`src/conv_cfg.svh`:
```
`ifndef CONV_CFG_SVH
`define CONV_CFG_SVH

// fixed-point word, 4 integer bits and 16 fraction bits
`define DATA_W 20
`define FRAC_W 16

// image side is 1 << IMG_LOG2
`define IMG_LOG2 2

// 3x3 window
`define TAPS 9

// radix-4 digits needed for a 16-bit unsigned multiplier
`define BOOTH_STEPS 9

`endif

```
`src/fixPkg.sv`:
```
`default_nettype none

`include "conv_cfg.svh"

package fixPkg;

    // signed 4.16 word
    typedef logic signed [`DATA_W-1:0] fixT;

    // magnitude product of two 16-bit fractions
    typedef logic [2*`FRAC_W-1:0] prodT;

    // radix-4 Booth digit
    typedef enum logic [2:0] {
        DIG_ZERO,
        DIG_PLUS1,
        DIG_PLUS2,
        DIG_MINUS1,
        DIG_MINUS2
    } boothDigitT;

endpackage

`default_nettype wire

```
`src/convPkg.sv`:
```
`default_nettype none

`include "conv_cfg.svh"

package convPkg;

    // pixel coordinate, wraps modulo the image side
    typedef struct packed {
        logic [`IMG_LOG2-1:0] row;
        logic [`IMG_LOG2-1:0] col;
    } pixAddrT;

    // one tap of the window as seen by the channels
    typedef struct packed {
        logic [3:0] tapIdx; // 0..8, row major inside the window
        logic       pad;    // tap lies outside the image
        logic       last;   // tap 8
    } tapCmdT;

    // one output record
    typedef struct packed {
        pixAddrT    wrAddr; // window centre
        fixPkg::fixT value0;
        fixPkg::fixT value1;
    } convResultT;

    typedef enum logic [2:0] {
        SCAN_IDLE,
        SCAN_FETCH, // address on the bus
        SCAN_LOAD,  // pixel returned, tap strobe
        SCAN_MULT,  // waiting for the product to be added
        SCAN_DONE   // all taps added, waiting for the result
    } scanStateT;

endpackage

`default_nettype wire

```
`src/boothMult.sv`:
```
`timescale 1ns/1ps
`default_nettype none

`include "conv_cfg.svh"

module boothMult (
    input  logic        clk,
    input  logic        reset,
    input  logic        go,           // operands valid this cycle
    input  fixPkg::fixT multiplicand,
    input  fixPkg::fixT multiplier,
    output fixPkg::fixT product,
    output logic        done          // product valid, one cycle
);

    fixPkg::fixT absCand;
    fixPkg::fixT absPlier;
    logic [`FRAC_W-1:0] mc;          // magnitude of multiplicand
    logic [`FRAC_W-1:0] mp;          // magnitude of multiplier
    logic [`FRAC_W+2:0] mpExt;       // mp with the implicit zero below bit 0
    logic               negProd;
    logic               busy;
    logic [3:0]         step;
    logic [2:0]         group;
    fixPkg::boothDigitT digit;
    logic [`FRAC_W+1:0] pp;          // signed partial product, up to +-2*mc
    logic [`FRAC_W+4:0] rowBits;     // pp with the sign extension bits
    fixPkg::prodT       rowTerm;
    fixPkg::prodT       acc;
    fixPkg::prodT       accNext;
    logic [`FRAC_W-1:0] mag;
    fixPkg::fixT        magWord;

    function automatic fixPkg::boothDigitT boothDecode(input logic [2:0] bits);
        case (bits)
            3'b001, 3'b010: boothDecode = fixPkg::DIG_PLUS1;
            3'b011:         boothDecode = fixPkg::DIG_PLUS2;
            3'b100:         boothDecode = fixPkg::DIG_MINUS2;
            3'b101, 3'b110: boothDecode = fixPkg::DIG_MINUS1;
            default:        boothDecode = fixPkg::DIG_ZERO; // 000 and 111
        endcase
    endfunction

    assign absCand  = multiplicand[`DATA_W-1] ? -multiplicand : multiplicand;
    assign absPlier = multiplier[`DATA_W-1] ? -multiplier : multiplier;

    assign mpExt = {2'b00, mp, 1'b0};
    assign group = mpExt[{step, 1'b0} +: 3];
    assign digit = boothDecode(group);

    always_comb begin
        case (digit)
            fixPkg::DIG_PLUS1:  pp = {2'b00, mc};
            fixPkg::DIG_PLUS2:  pp = {1'b0, mc, 1'b0};
            fixPkg::DIG_MINUS1: pp = -{2'b00, mc};
            fixPkg::DIG_MINUS2: pp = -{1'b0, mc, 1'b0};
            default:            pp = '0;
        endcase

        // constant ones replace the full sign extension, they cancel mod 2^32
        if (step == 4'd0) begin
            rowBits = {~pp[`FRAC_W+1], pp[`FRAC_W+1], pp[`FRAC_W+1], pp};
        end else if (step == 4'(`BOOTH_STEPS - 1)) begin
            rowBits = {3'b000, pp}; // top digit is never negative
        end else begin
            rowBits = {1'b0, 1'b1, ~pp[`FRAC_W+1], pp};
        end
        rowTerm = fixPkg::prodT'(rowBits) << {step, 1'b0};
        accNext = acc + rowTerm;
    end

    // round at bit 15 then restore the sign
    assign mag = accNext[2*`FRAC_W-1:`FRAC_W] + {{(`FRAC_W-1){1'b0}}, accNext[`FRAC_W-1]};
    assign magWord = {{(`DATA_W-`FRAC_W){1'b0}}, mag};

    always_ff @(posedge clk) begin
        if (!reset) begin
            busy <= 1'b0;
            step <= 4'd0;
            done <= 1'b0;
        end else begin
            done <= 1'b0;
            if (go) begin
                busy <= 1'b1;
                step <= 4'd0;
            end else if (busy) begin
                step <= step + 4'd1;
                if (step == 4'(`BOOTH_STEPS - 1)) begin
                    busy <= 1'b0;
                    done <= 1'b1;
                end
            end
        end
    end

    always_ff @(posedge clk) begin
        if (go) begin
            mc      <= absCand[`FRAC_W-1:0]; // operands are below one in magnitude
            mp      <= absPlier[`FRAC_W-1:0];
            negProd <= multiplicand[`DATA_W-1] ^ multiplier[`DATA_W-1];
            acc     <= '0;
        end else if (busy) begin
            acc <= accNext;
        end
        if (busy && step == 4'(`BOOTH_STEPS - 1)) begin
            product <= negProd ? -magWord : magWord;
        end
    end

endmodule

`default_nettype wire

```
`src/windowScan.sv`:
```
`timescale 1ns/1ps
`default_nettype none

`include "conv_cfg.svh"

module windowScan (
    input  logic             clk,
    input  logic             reset,
    input  logic             start,
    input  logic             tapDone,
    input  logic             windowDone,
    output convPkg::pixAddrT pixAddr,
    output convPkg::pixAddrT wrAddr,
    output logic             tapStrobe,
    output convPkg::tapCmdT  tapCmd,
    output logic             frameDone
);

    // all ones is the last pixel, and -1 when it sits in the corner
    localparam logic [`IMG_LOG2-1:0] LAST_IDX  = '1;
    localparam logic [`IMG_LOG2-1:0] NEAR_EDGE = LAST_IDX - 1'b1;

    convPkg::scanStateT state;
    convPkg::pixAddrT   corner;     // upper left of the window
    convPkg::pixAddrT   center;
    convPkg::pixAddrT   nextCenter;
    convPkg::pixAddrT   nextCorner;
    logic [3:0]         tapIdx;
    logic [1:0]         rowOff;
    logic [1:0]         colOff;
    logic               padRow;
    logic               padCol;
    logic               lastWindow;

    always_comb begin
        case (tapIdx)
            4'd0, 4'd1, 4'd2: rowOff = 2'd0;
            4'd3, 4'd4, 4'd5: rowOff = 2'd1;
            default:          rowOff = 2'd2;
        endcase
        case (tapIdx)
            4'd0, 4'd3, 4'd6: colOff = 2'd0;
            4'd1, 4'd4, 4'd7: colOff = 2'd1;
            default:          colOff = 2'd2;
        endcase
    end

    // read address wraps; padded taps still read, the pixel gets dropped
    assign pixAddr.row = corner.row + `IMG_LOG2'(rowOff);
    assign pixAddr.col = corner.col + `IMG_LOG2'(colOff);

    assign padRow = (corner.row == LAST_IDX && rowOff == 2'd0) ||
                    (corner.row == NEAR_EDGE && rowOff == 2'd2);
    assign padCol = (corner.col == LAST_IDX && colOff == 2'd0) ||
                    (corner.col == NEAR_EDGE && colOff == 2'd2);

    assign tapCmd.tapIdx = tapIdx;
    assign tapCmd.pad    = padRow | padCol;
    assign tapCmd.last   = (tapIdx == 4'(`TAPS - 1));
    assign tapStrobe     = (state == convPkg::SCAN_LOAD); // pixData holds the tap now

    assign center.row = corner.row + 1'b1;
    assign center.col = corner.col + 1'b1;
    assign wrAddr     = center;
    assign lastWindow = (center.row == LAST_IDX) && (center.col == LAST_IDX);

    // zigzag through 2x2 blocks, row pairs left to right
    always_comb begin
        nextCenter = center;
        if (!center.col[0]) begin
            nextCenter.col = center.col + 1'b1;            // left to right in the block
        end else if (!center.row[0]) begin
            nextCenter.row = center.row + 1'b1;            // down to the lower left
            nextCenter.col = center.col - 1'b1;
        end else begin
            nextCenter.col = center.col + 1'b1;            // wraps to 0 at the right edge
            if (center.col == LAST_IDX) begin
                nextCenter.row = center.row + 1'b1;        // next row pair
            end else begin
                nextCenter.row = center.row - 1'b1;        // next block, same row pair
            end
        end
        nextCorner.row = nextCenter.row - 1'b1;
        nextCorner.col = nextCenter.col - 1'b1;
    end

    always_ff @(posedge clk) begin
        if (!reset) begin
            state     <= convPkg::SCAN_IDLE;
            corner    <= '1;              // row -1, col -1
            tapIdx    <= 4'd0;
            frameDone <= 1'b0;
        end else begin
            frameDone <= 1'b0;
            case (state)
                convPkg::SCAN_IDLE: begin
                    if (start) begin
                        tapIdx <= 4'd0;
                        state  <= convPkg::SCAN_FETCH;
                    end
                end
                convPkg::SCAN_FETCH: state <= convPkg::SCAN_LOAD;  // memory latency
                convPkg::SCAN_LOAD:  state <= convPkg::SCAN_MULT;
                convPkg::SCAN_MULT: begin
                    if (tapDone) begin
                        if (tapCmd.last) begin
                            state <= convPkg::SCAN_DONE;
                        end else begin
                            tapIdx <= tapIdx + 4'd1;
                            state  <= convPkg::SCAN_FETCH;
                        end
                    end
                end
                convPkg::SCAN_DONE: begin
                    if (windowDone) begin
                        tapIdx <= 4'd0;
                        if (lastWindow) begin
                            corner    <= '1;      // ready for the next frame
                            frameDone <= 1'b1;
                            state     <= convPkg::SCAN_IDLE;
                        end else begin
                            corner <= nextCorner;
                            state  <= convPkg::SCAN_FETCH;
                        end
                    end
                end
                default: state <= convPkg::SCAN_IDLE;
            endcase
        end
    end

endmodule

`default_nettype wire

```
`src/convChannel.sv`:
```
`timescale 1ns/1ps
`default_nettype none

`include "conv_cfg.svh"

module convChannel #(
    parameter int CHANNEL = 0 // selects kernel and bias
) (
    input  logic            clk,
    input  logic            reset,
    input  logic            tapStrobe,
    input  convPkg::tapCmdT tapCmd,
    input  fixPkg::fixT     pixData,
    output logic            tapDone,
    output fixPkg::fixT     value,
    output logic            resultValid
);

    // 3x3 kernels, row major
    localparam fixPkg::fixT WEIGHTS [0:1][0:`TAPS-1] = '{
        '{20'h0A89E, 20'h092D5, 20'h06D43,
          20'h01004, 20'hF8F71, 20'hF6E54,
          20'hFA6D7, 20'hFC834, 20'hFAC19},
        '{20'hFDB55, 20'h02992, 20'hFC994,
          20'h050FD, 20'h02F20, 20'h0202D,
          20'h03BD7, 20'hFD369, 20'h05E68}
    };
    localparam fixPkg::fixT BIAS [0:1] = '{20'h01310, 20'hF7295};

    fixPkg::fixT tapPixel;
    fixPkg::fixT tapWeight;
    fixPkg::fixT multProduct;
    fixPkg::fixT sum;
    fixPkg::fixT biased;
    logic        multDone;
    logic        lastTap;  // the product in flight belongs to tap 8

    assign tapPixel  = tapCmd.pad ? '0 : pixData; // zero padding
    assign tapWeight = (tapCmd.tapIdx < 4'(`TAPS)) ? WEIGHTS[CHANNEL][tapCmd.tapIdx] : '0;

    boothMult i_boothMult (
        .clk         (clk),
        .reset       (reset),
        .go          (tapStrobe),
        .multiplicand(tapPixel),
        .multiplier  (tapWeight),
        .product     (multProduct),
        .done        (multDone)
    );

    // the product is added in the cycle it arrives
    assign tapDone = multDone;
    assign biased  = sum + multProduct + BIAS[CHANNEL];

    always_ff @(posedge clk) begin
        if (!reset) begin
            lastTap     <= 1'b0;
            resultValid <= 1'b0;
        end else begin
            resultValid <= multDone & lastTap; // one cycle after the last tapDone
            if (tapStrobe) begin
                lastTap <= tapCmd.last;
            end
        end
    end

    always_ff @(posedge clk) begin
        if (tapStrobe && tapCmd.tapIdx == 4'd0) begin
            sum <= '0;                          // new window
        end else if (multDone) begin
            sum <= sum + multProduct;
        end
        if (multDone && lastTap) begin
            value <= biased[`DATA_W-1] ? '0 : biased; // ReLU
        end
    end

endmodule

`default_nettype wire

```
`src/convLayer.sv`:
```
`timescale 1ns/1ps
`default_nettype none

module convLayer (
    input  logic                clk,
    input  logic                reset,
    input  logic                start,
    input  fixPkg::fixT         pixData,
    output convPkg::pixAddrT    pixAddr,
    output logic                resultValid,
    output convPkg::convResultT result,
    output logic                frameDone
);

    logic             tapStrobe;
    logic             tapDone;   // from channel 0, both run in lock step
    convPkg::tapCmdT  tapCmd;
    convPkg::pixAddrT wrAddr;
    fixPkg::fixT      value0;
    fixPkg::fixT      value1;

    windowScan i_windowScan (
        .clk       (clk),
        .reset     (reset),
        .start     (start),
        .tapDone   (tapDone),
        .windowDone(resultValid),
        .pixAddr   (pixAddr),
        .wrAddr    (wrAddr),
        .tapStrobe (tapStrobe),
        .tapCmd    (tapCmd),
        .frameDone (frameDone)
    );

    convChannel #(.CHANNEL(0)) i_convChannel0 (
        .clk        (clk),
        .reset      (reset),
        .tapStrobe  (tapStrobe),
        .tapCmd     (tapCmd),
        .pixData    (pixData),
        .tapDone    (tapDone),
        .value      (value0),
        .resultValid(resultValid)
    );

    convChannel #(.CHANNEL(1)) i_convChannel1 (
        .clk        (clk),
        .reset      (reset),
        .tapStrobe  (tapStrobe),
        .tapCmd     (tapCmd),
        .pixData    (pixData),
        .tapDone    (),
        .value      (value1),
        .resultValid()
    );

    assign result.wrAddr = wrAddr;
    assign result.value0 = value0;
    assign result.value1 = value1;

endmodule

`default_nettype wire

```
`config.mk`:
```
export PLATFORM = sky130hd
export DESIGN_NAME = convLayer
export DESIGN_NICKNAME = d
export VERILOG_FILES = /design/src/fixPkg.sv /design/src/convPkg.sv /design/src/boothMult.sv /design/src/windowScan.sv /design/src/convChannel.sv /design/src/convLayer.sv
export VERILOG_INCLUDE_DIRS = /design/src /design/src/src
export SDC_FILE = /design/constraint.sdc
export NUM_CORES = 1
export LEC_CHECK = 0
export BUFFER_PORTS_ARGS = -buffer_cell sky130_fd_sc_hd__buf_4
export CORE_ASPECT_RATIO = 0.6
export CORE_MARGIN = 2
export CORE_UTILIZATION = 35
export CTS_BUF_LIST = sky130_fd_sc_hd__clkbuf_16
export DETAILED_ROUTE_END_ITERATION = 7
export PLACE_DENSITY_LB_ADDON = 0.05
export SLEW_MARGIN = 20
export SYNTH_ARGS = -nofsm -noshare
export SYNTH_HDL_FRONTEND = slang
export SYNTH_SLANG_ARGS = --single-unit
```
`constraint.sdc`:
```
create_clock -name clk -period 10.45 [get_ports clk]
set_input_delay 2.09 -clock clk [delete_from_list [all_inputs] [get_ports clk]]
set_output_delay 2.09 -clock clk [all_outputs]
set_load 0.05 [all_outputs]
```
==> results of run 1 <==
==> registers in the layout, summed over array words and instances, names as in the netlist, 19 cells and up <==
register                            cells
i_convChannel0.i_boothMult.product     20
i_convChannel1.i_boothMult.product     20
i_convChannel1.sum                     20
i_convChannel0.sum                     20
i_convChannel0.i_boothMult.acc         32
i_convChannel0.value                   19
i_convChannel1.value                   19
i_convChannel1.i_boothMult.acc         32
==> how the worst max path moves through the flow <==
stage,start,cells past startpoint,to,slack [ns]
floorplan,i_convChannel0.i_boothMult.step[1]$_SDFFE_PP0P_,34,i_convChannel0.i_boothMult.product[15]$_DFFE_PP_,2.58
finish,i_convChannel0.i_boothMult.step[2]$_SDFFE_PP0P_,33,i_convChannel0.i_boothMult.product[15]$_DFFE_PP_,0.84
detailed placement,i_convChannel0.i_boothMult.step[2]$_SDFFE_PP0P_,35,i_convChannel0.i_boothMult.product[15]$_DFFE_PP_,1.04
CTS,i_convChannel0.i_boothMult.step[2]$_SDFFE_PP0P_,35,i_convChannel0.i_boothMult.product[15]$_DFFE_PP_,1.00
global placement,i_convChannel0.i_boothMult.mc[0]$_DFFE_PP_,32,i_convChannel0.i_boothMult.product[15]$_DFFE_PP_,1.09
global route,i_convChannel0.i_boothMult.mc[0]$_DFFE_PP_,35,i_convChannel0.i_boothMult.product[15]$_DFFE_PP_,0.22
==> metal layers <==
layer / vias to the layer above / global-route usage / wire length [µm]
met2: 520 / 0.272 / 25200
met1: 9497 / 0.331 / 37100
met4: 0 / 0.0399 / 1130
met5: - / 0 / 0
met3: 62 / 0.0378 / 4260
li1: 9830 / - / -
==> power by group through the flow <==
stage	Combinational (mW)	Sequential [mW]	Clock, mW
finish	3.43	1.38	1.04
global placement	3.34	1.40	0
global route	3.82	1.40	1.12
floorplan	2.59	1.34	0
detailed placement	3.38	1.40	0
CTS	3.39	1.38	1.09
==> cell families after synthesis <==
group	after synthesis	synth area share
multiplexers	158	0.0780
buffers and inverters	233	0.0415
AND/OR/NAND/NOR	958	0.200
XOR/XNOR	238	0.0948
other	1	0.000170
adder cells (fa/ha/maj)	131	0.0756
AO/OA/AOI/OAI	734	0.218
flip-flops	258	0.292
==> through the flow <==
step / hold WS [ns] / utilization
finish: 0.474 / 0.388
detailed placement: 0.468 / 0.373
floorplan: 0.454 / -
CTS: 0.479 / 0.388
global route: 0.506 / 0.388
global placement: 0.464 / 0.373
==> tightest hold or removal path, delay by kind of cell (launching register included) <==
kind	cells	cell delay, ns
flip-flops	1	0.31
AO/OA/AOI/OAI	1	0.06
AND/OR/NAND/NOR	1	0.06
==> cell usage in the layout, fill, tap and decap left out, types with 20 or more instances in the layout <==
| cell type | instances |
|---|---|
| nor3_1 | 67 |
| o21a_1 | 20 |
| xor2_1 | 78 |
| nand2b_1 | 23 |
| nor2_1 | 399 |
| and2_1 | 40 |
| inv_1 | 82 |
| o31ai_1 | 22 |
| clkbuf_16 | 33 |
| nor2b_1 | 24 |
| ha_1 | 127 |
| a21o_1 | 40 |
| edfxtp_1 | 128 |
| nand2_1 | 222 |
| mux2i_1 | 138 |
| buf_4 | 105 |
| dfxtp_1 | 128 |
| xnor2_1 | 159 |
| nand3_1 | 44 |
| o22ai_1 | 28 |
| a21oi_1 | 189 |
| o211ai_1 | 22 |
| a211oi_1 | 53 |
| o21ai_0 | 158 |
==> layout make-up <==
| cell class | count | share of cell area |
|---|---|---|
| Timing Repair Buffer | 105 | 0.0325 |
| Multi-Input combinational cell | 2222 | 0.608 |
| Clock inverter | 23 | 0.00516 |
| Clock buffer | 33 | 0.0340 |
| Sequential cell | 258 | 0.266 |
| Inverter | 76 | 0.0119 |
| Tap cell | 839 | 0.0433 |
==> reports/qor.csv, run 1 <==
metric,value,unit
core,62500,µm²
final_nets,2847,
synth.ff_latch_count,258,
synth_top_area_frac,0.174,
powerDensity,241,nW/µm²
dp_slack,1.04,ns
ys_top_cells_by_area,"edfxtp_1 17%, dfxtp_1 12%, ha_1 7.2%",
r2r-end,i_convChannel0.i_boothMult.product[15]$_DFFE_PP_,
multi_input_area,14700,µm²
yosysSeqAreaShare,0.292,
worst-path-buf-inv,4,
reg2reg_depth,33,
seqCellArea,6450,µm²
syn2layout_area_growth,9.93,%
holdPathStages,2,
pwr-share-seq,0.236,
power.leakage,9.62,nW
overflow,0,
finalCritPeriodShare,0.920,
clkTransAtPathRegs,0.06,ns
antenna_left,0,
grt_pass1_wl,106,mm
totalWireLength,67.7,mm
ys_types,101,
place_area,23300,µm²
total_power,5.85,mW
ir_worst_vdd,0.200,mV
root_buffer,clkbuf_16,
rsz0062_at_grt,false,
dieWidth,328,µm
ios,73,
path_class,reg -> reg,
post-cts-setup-buffers,0,
p_clk_frac,0.178,
power.switching,2.70,mW
drv_cap,0,
outcome,"finished, final reports clean",
rrSetupSlack,0.84,ns
min_period,9.61,ns
synth_top_flop_cell,dfxtp_1,
drc,0,
die_h,199,µm
synth_warnings,0,
hold_start,i_convChannel0.sum[13]$_SDFFE_PP0P_,
critPathLaunchType,flop,
pwr-share-comb,0.586,
synthCells,2711,
clk_path_buf_depth,3,
max_freq,104,MHz
synth_async_sr_flop_share,0,
drv_slew,0,
path_delay_family,simple AND/OR/NAND/NOR gates,
routedWlPerCell,19.0,µm
synth.most_common_cell,nor2_1,
antennaDiodeCount,0,
synth_edf_count,128,
fill_cells,6490,
dieArea,65200,µm²
finClkSkew,0.0187,ns
stdcell_count,3556,
gp_congestion,0.911,
syn_avg_cell_area,8.14,µm²
drive_gt1_frac,0.0824,
grt_pass1_vias,18500,
cts_tree,yes,
critPathMaxStageDelay,0.75,ns
setup_viol,0,
hp-class,reg -> reg,
crit_path_max_fanout,15,
firstDrtPassIters,5,
relSlewSlack,0.299,
worst_pin_slew,1.05,ns
r2r-start,i_convChannel0.i_boothMult.step[2]$_SDFFE_PP0P_,
h-tree-depth,1,
critPathRequiredTime,10.78,ns
grtUsageTotal,0.204,
port_buffers,67,
antenna_found_initial,1,
yosysTopAreaCell,edfxtp_1,
drt_iter0_drc,1836,
final_area,24300,µm²
viasPerCell,5.60,
tns,0,ns
grt_max_degree,61,
hold_end,i_convChannel0.sum[13]$_SDFFE_PP0P_,
start_util,0.353,
hold_buffers,0,
clk_latency,0.59,ns
ys_top_cells_by_count,"399 x nor2_1, 222 x nand2_1, 189 x a21oi_1",
cts_resized,0,
worst_slack,0.837,ns
dpl.hpwl,51.3,mm
cts_sinks,258,
worstPathArrival,9.94,ns
cpMostUsedCell,o21ai_0,
syn_area,22100,µm²
hold_viol,0,
cts-buffers-inserted,30,
cp_slowest_cell,nor2b_1,
place_inst,3500,
end_kind,flop,
rows,71,
sw_frac_of_total,0.462,
route.vias.total,19900,
internal_power,3.15,mW
Note: power is estimated with default switching activity, not from simulation.
==> inputs of run 2 (changes only) <==
Settings changed: BUFFER_PORTS_ARGS -buffer_cell sky130_fd_sc_hd__buf_4 to default, CORE_UTILIZATION 35 to 50, DONT_BUFFER_PORTS from default to 1.
==> run 2 against run 1 <==
Clock skew up 0.014 ns. Core utilization is 15 points higher. Worst hold slack better by 0.012 ns. Non-clock buffer count fell by 65. Register-to-register slack got worse by 0.16 ns. Clock power about the same. Flip-flop and latch count stayed put. Via count increased by 0.33%. Worst setup slack got worse by 0.16 ns. Count of clock-buffer cells in the layout fell by 4. Design area fell by 3.3%. Largest power group unchanged.
==> reports/qor.csv, run 2 (same netlist as run 1, synthesis figures left out) <==
metric,value,unit,change
outcome,"finished, final reports clean",,
post-cts-setup-buffers,0,,unchanged
gp_congestion,0.944,,+3.6%
rows,59,,-17%
grt_pass1_wl,100,mm,-5.8%
min_period,9.77,ns,+0.160 ns
start_util,0.508,,+0.155
power.leakage,9.30,nW,-3.4%
antenna_left,0,,unchanged
worstPathArrival,10.11,ns,+0.17 ns
die_h,167,µm,-16%
cp_slowest_cell,a222oi_1,,
route.vias.total,20000,,+0.33%
grt_pass1_vias,18100,,-2.3%
grt_max_degree,71,,+16%
end_kind,flop,,
hold_buffers,0,,unchanged
wl_met1,31.9,mm,-14%
drv_slew,0,,unchanged
multi_input_area,14700,µm²,about the same
setup_viol,0,,unchanged
totalWireLength,62.0,mm,-8.4%
max_freq,102,MHz,-1.6%
dieArea,45900,µm²,-30%
clk_latency,0.59,ns,about the same
crit_path_max_fanout,15,,unchanged
worst_slack,0.677,ns,-0.160 ns
cts_sinks,258,,unchanged
antennaDiodeCount,0,,unchanged
path_class,reg -> reg,,
layout_commonest_cell,nor2_1,,
h-tree-depth,1,,unchanged
final_nets,2781,,-2.3%
top_layer,met4,,
critPathRequiredTime,10.78,ns,about the same
cts_tree,yes,,
clk_path_buf_depth,3,,unchanged
hold_viol,0,,unchanged
critPathMaxStageDelay,0.68,ns,-0.07 ns
overflow,0,,unchanged
holdPathStages,2,,unchanged
cts_resized,0,,unchanged
syn2layout_area_growth,6.30,%,
fill_cells,4059,,-37%
drive_gt1_frac,0.0615,,-0.0209
antenna_found_initial,1,,unchanged
root_buffer,clkbuf_16,,
viasPerCell,6.19,,+10%
top_regs,"i_convChannel0.i_boothMult.acc (32), i_convChannel1.i_boothMult.acc (32)",,
finalCritPeriodShare,0.935,,+0.0153
finClkSkew,0.0323,ns,+0.0136 ns
dieWidth,275,µm,-16%
wl_met2,24.5,mm,-2.7%
hold_slack,0.486,ns,+0.0120 ns
grtUsageTotal,0.268,,+0.0635
worst_pin_slew,1.11,ns,+0.0543 ns
firstDrtPassIters,5,,unchanged
port_buffers,0,,-100%
cpMostUsedCell,o21ai_0,,
powerDensity,250,nW/µm²,+3.6%
final_cell_mix,"399 x nor2_1, 222 x nand2_1, 189 x a21oi_1",,
wl_met3,4.90,mm,+15%
hp-class,reg -> reg,,
drt_iter0_drc,2069,,+13%
core,43500,µm²,-30%
seqCellArea,6450,µm²,about the same
dp_slack,1.06,ns,+0.0173 ns
rsz0062_at_grt,false,,
ios,73,,unchanged
critPathLaunchType,flop,,
ir_worst_vdd,0.284,mV,+42%
stdcell_count,3229,,-9.2%
tns,0,ns,unchanged
total_power,5.86,mW,+0.14%
cts-buffers-inserted,29,,-3.3%
drv_cap,0,,unchanged
clkTransAtPathRegs,0.07,ns,about the same
place_inst,3175,,-9.3%
relSlewSlack,0.257,,-0.0415
dpl.hpwl,46.9,mm,-8.6%
reg2reg_depth,32,,-3.0%
routedWlPerCell,19.2,µm,+0.93%
drc,0,,unchanged
==> run 2: metrics by stage <==
step / area [µm²] / util
global placement: 22500 / 0.517
finish: 23500 / 0.540
CTS: 23500 / 0.540
global route: 23500 / 0.540
detailed placement: 22500 / 0.517
floorplan: 22100 / -
==> run 2: where the power goes <==
| part | leakage, nW | switching, mW | internal, mW |
|---|---|---|---|
| Clock | 0.498 | 0.459 | 0.608 |
| Combinational | 6.59 | 2.12 | 1.30 |
| Sequential | 2.22 | 0.114 | 1.27 |
==> run 2: cell type report <==
type | count | area share
Clock inverter | 25 | 0.0104
Clock buffer | 29 | 0.0309
Multi-Input combinational cell | 2222 | 0.628
Tap cell | 579 | 0.0309
Sequential cell | 258 | 0.275
Timing Repair Buffer | 40 | 0.0128
Inverter | 76 | 0.0123
==> run 2: final timing paths <==
kind	from	end	slack, ns
max	i_convChannel0.i_boothMult.step[2]$_SDFFE_PP0P_	i_convChannel0.i_boothMult.product[15]$_DFFE_PP_	0.68
max reg2reg	i_convChannel0.i_boothMult.step[2]$_SDFFE_PP0P_	i_convChannel0.i_boothMult.product[15]$_DFFE_PP_	0.68
min reg2reg	i_convChannel0.sum[13]$_SDFFE_PP0P_	i_convChannel0.sum[13]$_SDFFE_PP0P_	0.49
min	i_convChannel0.sum[13]$_SDFFE_PP0P_	i_convChannel0.sum[13]$_SDFFE_PP0P_	0.49
==> run 2: worst max-delay path: cells and delay by family (launching register included) <==
family	cells	cell delay, ns
AO/OA/AOI/OAI	12	3.48
multiplexers	1	0.30
XOR/XNOR	3	0.42
AND/OR/NAND/NOR	10	3.48
adder cells (fa/ha/maj)	3	0.88
flip-flops	1	0.55
buffers and inverters	3	0.40
==> run 2: layer usage <==
| metal | track usage | up-vias |
|---|---|---|
| li1 | - | 9698 |
| met1 | 0.434 | 9539 |
| met2 | 0.369 | 689 |
| met3 | 0.0476 | 48 |
| met4 | 0.0383 | 0 |
| met5 | 0 | - |
